===== src/dcache_miss_pkg.sv =====
/*
 * L1 data cache miss controller, shared definitions.
 * Address geometry, the two decodings of an address word
 * and the refill state encoding.
 */

`default_nettype none

package dcache_miss_pkg;

    // address geometry
    localparam int ADDR_W    = 32;
    localparam int BYTE_SEL  = 2;
    localparam int WORD_SEL  = 4;
    localparam int ENTRY_SEL = 7;
    localparam int TAG_W     = ADDR_W - ENTRY_SEL - WORD_SEL - BYTE_SEL;
    localparam int VC_TAG_W  = TAG_W + ENTRY_SEL;
    localparam int LINE_W    = ADDR_W - WORD_SEL - BYTE_SEL;

    // store path and set shape
    localparam int DATA_W  = 32;
    localparam int STRB_W  = 4;
    localparam int L1_WAYS = 2;

    // L1 view of an address
    typedef struct packed {
        logic [TAG_W-1:0]     tag;
        logic [ENTRY_SEL-1:0] entry;
        logic [WORD_SEL-1:0]  word;
        logic [BYTE_SEL-1:0]  byte_off;
    } l1_addr_t;

    // victim cache view, fully associative so tag covers the set index
    typedef struct packed {
        logic [VC_TAG_W-1:0]  vc_tag;
        logic [WORD_SEL-1:0]  word;
        logic [BYTE_SEL-1:0]  byte_off;
    } vc_addr_t;

    typedef union packed {
        l1_addr_t l1;
        vc_addr_t vc;
    } dcache_addr_u;

    typedef enum logic [2:0] {
        IDLE   = 3'd0,
        DRAIN  = 3'd1,
        FETCH  = 3'd2,
        VICTIM = 3'd3,
        FILL   = 3'd4
    } refill_state_e;

endpackage

`default_nettype wire


===== src/refill_if.sv =====
/*
 * Refill control bundle.
 * Links the refill FSM, the victim record and the L2 port mux:
 * state flags from the FSM, the captured line from the record
 * and the read completion from the port mux.
 */

`timescale 1ns/10ps
`default_nettype none

interface refill_if;

    // from the FSM
    logic capture;
    logic busy;
    logic fetch;

    // from the victim record
    logic                              all_occupied;
    logic [dcache_miss_pkg::LINE_W-1:0] line_addr;

    // from the port mux
    logic rd_resp;

    modport fsm (
        output capture, busy, fetch,
        input  all_occupied, rd_resp
    );

    modport rec (
        input  capture,
        output all_occupied, line_addr
    );

    modport port (
        input  busy, fetch, line_addr,
        output rd_resp
    );

endinterface

`default_nettype wire


===== src/refill_fsm.sv =====
/*
 * Refill FSM.
 * Accepts a missed load, drains outstanding stores, fetches the
 * line from L2, writes the victim tag and finishes with the tag
 * write of the refill way.
 */

`timescale 1ns/10ps
`default_nettype none

module refill_fsm (
    input  wire logic  clk_i,
    input  wire logic  rst_n_i,
    input  wire logic  ld_valid_i,
    input  wire logic  credits_zero_i,
    output logic       ld_ready_o,
    output logic       vc_wr_en_o,
    output logic       refill_wr_en_o,
    output logic       ld_refill_done_o,
    refill_if.fsm      rif
);

    dcache_miss_pkg::refill_state_e state_q;
    dcache_miss_pkg::refill_state_e state_d;

    logic ld_accept;

    // ******************************************************************
    // state register and next state
    // ******************************************************************
    always_ff @(posedge clk_i) begin
        if (!rst_n_i) begin
            state_q <= dcache_miss_pkg::IDLE;
        end else begin
            state_q <= state_d;
        end
    end

    always_comb begin
        state_d = state_q;
        unique case (state_q)
            dcache_miss_pkg::IDLE: begin
                if (ld_accept) begin
                    state_d = dcache_miss_pkg::DRAIN;
                end
            end
            dcache_miss_pkg::DRAIN: begin
                // every store ahead of the read must be acknowledged
                if (credits_zero_i) begin
                    state_d = dcache_miss_pkg::FETCH;
                end
            end
            dcache_miss_pkg::FETCH: begin
                if (rif.rd_resp) begin
                    state_d = dcache_miss_pkg::VICTIM;
                end
            end
            dcache_miss_pkg::VICTIM: begin
                state_d = dcache_miss_pkg::FILL;
            end
            dcache_miss_pkg::FILL: begin
                state_d = dcache_miss_pkg::IDLE;
            end
            default: begin
                state_d = dcache_miss_pkg::IDLE;
            end
        endcase
    end

    // ******************************************************************
    // outputs decoded from state
    // ******************************************************************
    assign ld_ready_o = (state_q == dcache_miss_pkg::IDLE);
    assign ld_accept  = ld_valid_i && ld_ready_o;

    assign rif.capture = ld_accept;
    assign rif.busy    = (state_q != dcache_miss_pkg::IDLE);
    assign rif.fetch   = (state_q == dcache_miss_pkg::FETCH);

    // victim only written back when the set had no free way
    assign vc_wr_en_o = (state_q == dcache_miss_pkg::VICTIM) && rif.all_occupied;

    assign refill_wr_en_o   = (state_q == dcache_miss_pkg::FILL);
    assign ld_refill_done_o = (state_q == dcache_miss_pkg::FILL);

endmodule

`default_nettype wire


===== src/store_credit_counter.sv =====
/*
 * Outstanding store counter.
 * Counts stores written through to L2 that have not been
 * acknowledged yet, and flags the empty and full levels.
 */

`timescale 1ns/10ps
`default_nettype none

module store_credit_counter #(
    parameter int STORE_CNT_W = 2
) (
    input  wire logic clk_i,
    input  wire logic rst_n_i,
    input  wire logic store_issue_i,
    input  wire logic store_retire_i,
    output logic      credits_zero_o,
    output logic      credits_full_o
);

    logic [STORE_CNT_W-1:0] count_q;

    // issue and retire in one cycle cancel out
    always_ff @(posedge clk_i) begin
        if (!rst_n_i) begin
            count_q <= '0;
        end else if (store_issue_i && !store_retire_i) begin
            count_q <= count_q + STORE_CNT_W'(1);
        end else if (store_retire_i && !store_issue_i) begin
            count_q <= count_q - STORE_CNT_W'(1);
        end
    end

    assign credits_zero_o = ~|count_q;

    // all ones is the last usable level
    assign credits_full_o = &count_q;

endmodule

`default_nettype wire


===== src/victim_record.sv =====
/*
 * Victim record.
 * Holds the missed load address and the set snapshot taken at
 * load acceptance, and forms the line address, the refill way and
 * entry, and the victim cache tag of the LRU way.
 */

`timescale 1ns/10ps
`default_nettype none

module victim_record (
    input  wire logic                                clk_i,
    input  wire logic                                rst_n_i,
    input  wire logic [dcache_miss_pkg::ADDR_W-1:0]  ld_addr_i,
    input  wire logic [dcache_miss_pkg::L1_WAYS-1:0] way_valid_i,
    input  wire logic [dcache_miss_pkg::L1_WAYS-1:0][dcache_miss_pkg::TAG_W-1:0] way_tag_i,
    input  wire logic [dcache_miss_pkg::L1_WAYS-1:0] lru_onehot_i,
    output logic [dcache_miss_pkg::VC_TAG_W-1:0]     vc_tag_o,
    output logic [dcache_miss_pkg::L1_WAYS-1:0]      refill_way_o,
    output logic [dcache_miss_pkg::ENTRY_SEL-1:0]    refill_entry_o,
    refill_if.rec                                    rif
);

    dcache_miss_pkg::dcache_addr_u                                        addr_q;
    logic [dcache_miss_pkg::L1_WAYS-1:0][dcache_miss_pkg::TAG_W-1:0]      way_tag_q;
    logic [dcache_miss_pkg::L1_WAYS-1:0]                                  way_valid_q;
    logic [dcache_miss_pkg::L1_WAYS-1:0]                                  lru_q;
    logic [dcache_miss_pkg::TAG_W-1:0]                                    lru_tag;
    dcache_miss_pkg::dcache_addr_u                                        victim_addr;

    // occupancy and LRU way of the missed set
    always_ff @(posedge clk_i) begin
        if (!rst_n_i) begin
            way_valid_q <= '0;
            lru_q       <= '0;
        end else if (rif.capture) begin
            way_valid_q <= way_valid_i;
            lru_q       <= lru_onehot_i;
        end
    end

    always_ff @(posedge clk_i) begin
        if (rif.capture) begin
            addr_q    <= ld_addr_i;
            way_tag_q <= way_tag_i;
        end
    end

    // tag of the way to be replaced
    always_comb begin
        lru_tag = '0;
        for (int w = 0; w < dcache_miss_pkg::L1_WAYS; w++) begin
            if (lru_q[w]) begin
                lru_tag = lru_tag | way_tag_q[w];
            end
        end
    end

    // rebuild the victim line in L1 terms, read it back as a vc tag
    always_comb begin
        victim_addr.l1.tag      = lru_tag;
        victim_addr.l1.entry    = addr_q.l1.entry;
        victim_addr.l1.word     = '0;
        victim_addr.l1.byte_off = '0;
    end

    assign vc_tag_o         = victim_addr.vc.vc_tag;
    assign rif.line_addr    = addr_q.vc.vc_tag;
    assign rif.all_occupied = &way_valid_q;
    assign refill_way_o     = lru_q;
    assign refill_entry_o   = addr_q.l1.entry;

endmodule

`default_nettype wire


===== src/l2_port_mux.sv =====
/*
 * L2 port mux.
 * Admits write-through stores, muxes the refill read and the
 * store write onto the single L2 request port and routes each
 * in-order response to store retirement or read completion.
 */

`timescale 1ns/10ps
`default_nettype none

module l2_port_mux #(
    parameter int STORE_CNT_W = 2
) (
    input  wire logic [dcache_miss_pkg::ADDR_W-1:0] st_addr_i,
    input  wire logic [dcache_miss_pkg::DATA_W-1:0] st_wdata_i,
    input  wire logic [dcache_miss_pkg::STRB_W-1:0] st_strb_i,
    input  wire logic                               st_valid_i,
    input  wire logic                               l2_resp_i,
    input  wire logic                               credits_zero_i,
    input  wire logic                               credits_full_i,
    output logic                                    st_ready_o,
    output logic                                    st_ack_o,
    output logic                                    store_issue_o,
    output logic                                    store_retire_o,
    output logic                                    l2_rd_en_o,
    output logic                                    l2_wr_en_o,
    output logic [dcache_miss_pkg::ADDR_W-1:0]      l2_addr_o,
    output logic [dcache_miss_pkg::DATA_W-1:0]      l2_wdata_o,
    output logic [dcache_miss_pkg::STRB_W-1:0]      l2_wstrb_o,
    refill_if.port                                  rif
);

    localparam int OFFSET_W = dcache_miss_pkg::ADDR_W - dcache_miss_pkg::LINE_W;

    dcache_miss_pkg::dcache_addr_u st_addr_u;
    logic                          line_conflict;
    logic                          st_accept;

    // counter needs at least one bit
    if (STORE_CNT_W < 1) begin : g_cnt_width_check
        $error("l2_port_mux: STORE_CNT_W must be at least 1");
    end

    // ******************************************************************
    // store admission
    // ******************************************************************
    assign st_addr_u = st_addr_i;

    // same line as the refill in progress would race the fill
    assign line_conflict = rif.busy && (st_addr_u.vc.vc_tag == rif.line_addr);

    assign st_ready_o    = !(line_conflict || rif.fetch || credits_full_i);
    assign st_accept     = st_valid_i && st_ready_o;
    assign store_issue_o = st_accept;

    // ******************************************************************
    // request mux, read wins only while fetching
    // ******************************************************************
    assign l2_rd_en_o = rif.fetch;
    assign l2_wr_en_o = st_accept;
    assign l2_addr_o  = rif.fetch ? {rif.line_addr, {OFFSET_W{1'b0}}} : st_addr_i;
    assign l2_wdata_o = st_wdata_i;
    assign l2_wstrb_o = st_strb_i;

    // ******************************************************************
    // response routing
    // ******************************************************************
    // L2 answers in order, so pending stores take the response first
    assign st_ack_o       = l2_resp_i && !credits_zero_i;
    assign store_retire_o = st_ack_o;
    assign rif.rd_resp    = l2_resp_i && credits_zero_i && rif.fetch;

endmodule

`default_nettype wire


===== src/dcache_miss_ctrl.sv =====
/*
 * L1 data cache miss and write-through controller.
 * Sits between the load/store unit and L2: refills missed lines,
 * records victims for the victim cache and passes stores through
 * to L2 while tracking their acknowledgements.
 */

`timescale 1ns/10ps
`default_nettype none

module dcache_miss_ctrl #(
    parameter int STORE_CNT_W = 2
) (
    input  wire logic                                clk_i,
    input  wire logic                                rst_n_i,
    // load miss
    input  wire logic                                ld_valid_i,
    input  wire logic [dcache_miss_pkg::ADDR_W-1:0]  ld_addr_i,
    input  wire logic [dcache_miss_pkg::L1_WAYS-1:0] way_valid_i,
    input  wire logic [dcache_miss_pkg::L1_WAYS-1:0][dcache_miss_pkg::TAG_W-1:0] way_tag_i,
    input  wire logic [dcache_miss_pkg::L1_WAYS-1:0] lru_onehot_i,
    output logic                                     ld_ready_o,
    output logic                                     ld_refill_done_o,
    // store
    input  wire logic                                st_valid_i,
    input  wire logic [dcache_miss_pkg::ADDR_W-1:0]  st_addr_i,
    input  wire logic [dcache_miss_pkg::DATA_W-1:0]  st_wdata_i,
    input  wire logic [dcache_miss_pkg::STRB_W-1:0]  st_strb_i,
    output logic                                     st_ready_o,
    output logic                                     st_ack_o,
    // L2
    output logic                                     l2_rd_en_o,
    output logic                                     l2_wr_en_o,
    output logic [dcache_miss_pkg::ADDR_W-1:0]       l2_addr_o,
    output logic [dcache_miss_pkg::DATA_W-1:0]       l2_wdata_o,
    output logic [dcache_miss_pkg::STRB_W-1:0]       l2_wstrb_o,
    input  wire logic                                l2_resp_i,
    // victim cache and tag array
    output logic                                     vc_wr_en_o,
    output logic [dcache_miss_pkg::VC_TAG_W-1:0]     vc_tag_o,
    output logic                                     refill_wr_en_o,
    output logic [dcache_miss_pkg::L1_WAYS-1:0]      refill_way_o,
    output logic [dcache_miss_pkg::ENTRY_SEL-1:0]    refill_entry_o
);

    logic store_issue;
    logic store_retire;
    logic credits_zero;
    logic credits_full;

    refill_if rif ();

    refill_fsm i_refill_fsm (
        .clk_i            (clk_i),
        .rst_n_i          (rst_n_i),
        .ld_valid_i       (ld_valid_i),
        .credits_zero_i   (credits_zero),
        .ld_ready_o       (ld_ready_o),
        .vc_wr_en_o       (vc_wr_en_o),
        .refill_wr_en_o   (refill_wr_en_o),
        .ld_refill_done_o (ld_refill_done_o),
        .rif              (rif.fsm)
    );

    store_credit_counter #(
        .STORE_CNT_W (STORE_CNT_W)
    ) i_store_credit_counter (
        .clk_i          (clk_i),
        .rst_n_i        (rst_n_i),
        .store_issue_i  (store_issue),
        .store_retire_i (store_retire),
        .credits_zero_o (credits_zero),
        .credits_full_o (credits_full)
    );

    victim_record i_victim_record (
        .clk_i          (clk_i),
        .rst_n_i        (rst_n_i),
        .ld_addr_i      (ld_addr_i),
        .way_valid_i    (way_valid_i),
        .way_tag_i      (way_tag_i),
        .lru_onehot_i   (lru_onehot_i),
        .vc_tag_o       (vc_tag_o),
        .refill_way_o   (refill_way_o),
        .refill_entry_o (refill_entry_o),
        .rif            (rif.rec)
    );

    l2_port_mux #(
        .STORE_CNT_W (STORE_CNT_W)
    ) i_l2_port_mux (
        .st_addr_i      (st_addr_i),
        .st_wdata_i     (st_wdata_i),
        .st_strb_i      (st_strb_i),
        .st_valid_i     (st_valid_i),
        .l2_resp_i      (l2_resp_i),
        .credits_zero_i (credits_zero),
        .credits_full_i (credits_full),
        .st_ready_o     (st_ready_o),
        .st_ack_o       (st_ack_o),
        .store_issue_o  (store_issue),
        .store_retire_o (store_retire),
        .l2_rd_en_o     (l2_rd_en_o),
        .l2_wr_en_o     (l2_wr_en_o),
        .l2_addr_o      (l2_addr_o),
        .l2_wdata_o     (l2_wdata_o),
        .l2_wstrb_o     (l2_wstrb_o),
        .rif            (rif.port)
    );

endmodule

`default_nettype wire


===== config.mk =====
export PLATFORM = sky130hd
export DESIGN_NAME = dcache_miss_ctrl
export DESIGN_NICKNAME = d
export VERILOG_FILES = /design/src/dcache_miss_pkg.sv /design/src/refill_if.sv /design/src/refill_fsm.sv /design/src/store_credit_counter.sv /design/src/victim_record.sv /design/src/l2_port_mux.sv /design/src/dcache_miss_ctrl.sv
export SDC_FILE = /design/constraint.sdc
export NUM_CORES = 1
export LEC_CHECK = 0
export ABC_AREA = 1
export BUFFER_PORTS_ARGS = -buffer_cell sky130_fd_sc_hd__buf_4
export CAP_MARGIN = 20
export CORE_ASPECT_RATIO = 0.9
export CORE_MARGIN = 5
export CORE_UTILIZATION = 42
export DETAILED_ROUTE_END_ITERATION = 8
export HOLD_SLACK_MARGIN = 0.02
export PLACE_DENSITY = 0.87
export RECOVER_POWER = 100
export REMOVE_ABC_BUFFERS = 1
export SLEW_MARGIN = 25
export SYNTH_ARGS = -nofsm -noshare
export SYNTH_HDL_FRONTEND = slang
export SYNTH_SLANG_ARGS = --single-unit
export TNS_END_PERCENT = 100

===== constraint.sdc =====
create_clock -name clk_i -period 2.4 [get_ports clk_i]
set_clock_uncertainty 0.05 [all_clocks]
set_input_delay 0.36 -clock clk_i [delete_from_list [all_inputs] [get_ports clk_i]]
set_output_delay 0.36 -clock clk_i [all_outputs]
set_load 0.01 [all_outputs]

==> results.json <==
{
  "max-clock-path-buffers": 2,
  "multi_input_area_um2": 1010,
  "layout_min_cycle_time_ns": 2.20,
  "clock_latency_ns": 0.34,
  "fp.dieArea_um2": 10700,
  "die_w_um": 109,
  "max_slew_margin": 0.462,
  "final_layout_size_suffix_gt1_frac": 0.269,
  "core-area_um2": 8570,
  "synth_top_cell_area_share": 0.522,
  "finalHoldViolCount": 0,
  "timing.critical_path.required_ns": 1.99,
  "tightest_slew_ns": 0.806,
  "htree_levels": 3,
  "power.share.sequential": 0.423,
  "gp_congestion": 0.737,
  "slew_viol_final": 0,
  "initial_core_util": 0.430,
  "worst_setup_hold_path_clk_slew_ns": 0.09,
  "avgViaCountPerCell": 4.67,
  "critical_path_arrival_ns": 1.79,
  "fraction_of_power_consumed_by_the_clock_network": 0.219,
  "tritoncts": "built",
  "ys_seq_elements": 73,
  "syn_area_per_cell_um2": 9.98,
  "core.rowCount": 32,
  "drtPass1Iterations": 4,
  "internal_power_mw": 3.05,
  "timing.critical_path.fanout_max": 27,
  "grt_first_pass_wirelength_um": 15300,
  "number_of_global_route_vias_before_repair": 2940,
  "achievable-frequency_mhz": 455,
  "antenna_found_initial": 0,
  "drc_errors": 0,
  "power_switching_mw": 1.75,
  "antenna_cells": 0,
  "antenna_left": 0,
  "crit_share_post_route": 0.916,
  "post_cts.resized_instances": 0,
  "post_synth_main_area_contributors": "sky130_fd_sc_hd__edfxtp_1, sky130_fd_sc_hd__nand2_1, sky130_fd_sc_hd__buf_4, sky130_fd_sc_hd__dfxtp_1, sky130_fd_sc_hd__a22o_1",
  "die_height_um": 98.8,
  "rsz0062_at_grt": "no",
  "clock_sinks": 73,
  "hold_path_class": "input pin to flop",
  "power.static_leakage_nw": 2.08,
  "drt-total-wl_um": 10300,
  "final_util": 0.553,
  "sequential_share_of_the_synthesized_area": 0.571,
  "leftover_overflow_at_the_end_of_global_routing": 0,
  "criticalPathCategory": "flop to output port",
  "netlist-cell-type-count": 24,
  "synth.yosys.warnings": 0,
  "drt_iter0_drc": 200,
  "grt_start_max_net_pins": 35,
  "switching_power_share_of_the_total": 0.365,
  "detailed_place_hpwl_um": 8240,
  "cellPowerDensity_nw_per_um2": 1020,
  "fill_cells": 799,
  "syn_area_um2": 3680,
  "synthToLayoutAreaGrowth_pct": 28.6,
  "port-buffer-count": 179,
  "finalNetCount": 652,
  "total_power_consumption_of_the_routed_design_mw": 4.81,
  "max-vdd-ir-drop_mv": 0.535,
  "grt_use_total": 0.191,
  "ctsHoldBuffers": 0,
  "endpoint_kind": "output port",
  "hold_slack_ns": 0.165,
  "tns_ns": 0,
  "place_inst": 612,
  "synth_largest_area_cell": "sky130_fd_sc_hd__edfxtp_1",
  "dr_total_vias": 2934,
  "cts.repair_timing.setup_buffer_count": 0,
  "outcome": "finished, final reports clean",
  "drt-wirelength-per-cell_um": 16.5,
  "stdcell_count": 628,
  "cts_inserted_buffers": 9,
  "count_of_mapped_cells_out_of_synthesis": 369,
  "startpoint_type": "flop",
  "cap_viol_max_count": 0,
  "clockRootBuffer": "sky130_fd_sc_hd__clkbuf_8",
  "ff_latch_area_um2": 2100,
  "boundary_pins": 258,
  "comb_power_share": 0.359,
  "finalSetupViolCount": 0
}
-- synthesized netlist by cell type, drive strengths merged --
library cell and instances:
dfxtp 9, buf 54, nand4 1, ha 1, clkbuf 6, a21oi 8
edfxtp 64, o21ai 16, nand2 106, nor2 26, nand3 2, xnor2 18
a22o 19, xor2 1, inv 36, nor3 2
-- layer usage --
layer | part of all wire | GRT usage
met1 | 0.38 | 0.220
met2 | 0.43 | 0.283
met3 | 0.17 | 0.132
met4 | 0.012 | 0.0592
met5 | 0.0051 | 0.0381
-- registers in the layout, indices dropped and copies added (netlist names) --
register / flops
i_victim_record.way_tag_q: 38
i_victim_record.addr_q: 26
i_refill_fsm.state_q: 3
i_store_credit_counter.count_q: 2
i_victim_record.refill_way_o: 2
i_victim_record.way_valid_q: 2
-- final cells by class --
type / count / area share
Tap cell: 119 / 0.0314
Timing Repair Buffer: 184 / 0.236
Clock buffer: 10 / 0.0269
Multi-Input combinational cell: 200 / 0.213
Inverter: 36 / 0.0291
Clock inverter: 6 / 0.0193
Sequential cell: 73 / 0.444
-- path summary, 6_finish.rpt --
kind | startpoint | endpoint | slack (ns) | cells after the start
max | i_refill_fsm.state_q[0] | l2_addr_o[30] | 0.20 | 7
min | ld_addr_i[17] | i_victim_record.addr_q[17] | 0.16 | 1
max reg2reg | i_refill_fsm.state_q[0] | i_victim_record.way_tag_q[19] | 0.21 | 4
min reg2reg | i_victim_record.way_valid_q[0] | i_victim_record.way_valid_q[0] | 0.42 | 2
-- cell families (layout without fill, tap and decap cells) --
group / Yosys count / count (layout) / synth area share
AND/OR/NAND/NOR: 137 / 137 / 0.149
flip-flops: 73 / 73 / 0.571
buffers and inverters: 96 / 236 / 0.152
AO/OA/AOI/OAI: 43 / 43 / 0.0799
adder cells (fa/ha/maj): 1 / 1 / 0.00340
XOR/XNOR: 19 / 19 / 0.0452
-- cells in the final DEF (no fill, tap or decap), types with 2 or more instances in the layout --
cell and n:
sky130_fd_sc_hd__nand2_1 105, sky130_fd_sc_hd__clkbuf_1 70, sky130_fd_sc_hd__edfxtp_1 64, sky130_fd_sc_hd__clkbuf_4 64, sky130_fd_sc_hd__buf_4 49, sky130_fd_sc_hd__inv_1 34, sky130_fd_sc_hd__nor2_1 23, sky130_fd_sc_hd__a22o_1 19
sky130_fd_sc_hd__xnor2_1 18, sky130_fd_sc_hd__o21ai_0 15, sky130_fd_sc_hd__clkbuf_8 9, sky130_fd_sc_hd__dfxtp_1 9, sky130_fd_sc_hd__a21oi_1 8, sky130_fd_sc_hd__nor2_2 2, sky130_fd_sc_hd__nand3_1 2, sky130_fd_sc_hd__nor3_1 2
sky130_fd_sc_hd__clkinv_4 2, sky130_fd_sc_hd__bufinv_16 2, sky130_fd_sc_hd__clkbuf_2 2
-- through the flow --
step / cell area (um2) / worst slack [ns]
after floorplan: 3260 / 0.265
after global placement: 4790 / 0.262
after detailed placement: 4790 / 0.203
after CTS: 5010 / 0.227
after global routing: 4740 / 0.0336
final: 4740 / 0.201
-- worst max-delay path: stages, from the launching register on --
cell	delay, ns
sky130_fd_sc_hd__dfxtp_1	0.36
sky130_fd_sc_hd__nor2_4	0.16
sky130_fd_sc_hd__nand2_4	0.07
sky130_fd_sc_hd__inv_4	0.05
sky130_fd_sc_hd__clkbuf_2	0.47
sky130_fd_sc_hd__nand2_1	0.10
sky130_fd_sc_hd__nand2_1	0.08
sky130_fd_sc_hd__clkbuf_1	0.17
-- power by group through the flow --
stage                     sequential, mW  combinational (mW)  clock [mW]
after floorplan                     2.04                1.00           0
after global placement              2.04                2.02           0
after detailed placement            2.06                2.06           0
after CTS                           2.04                2.07        1.09
after global routing                2.08                1.92        1.16
final                               2.03                1.72        1.05
No activity file was read; power rests on OpenSTA's default activity.
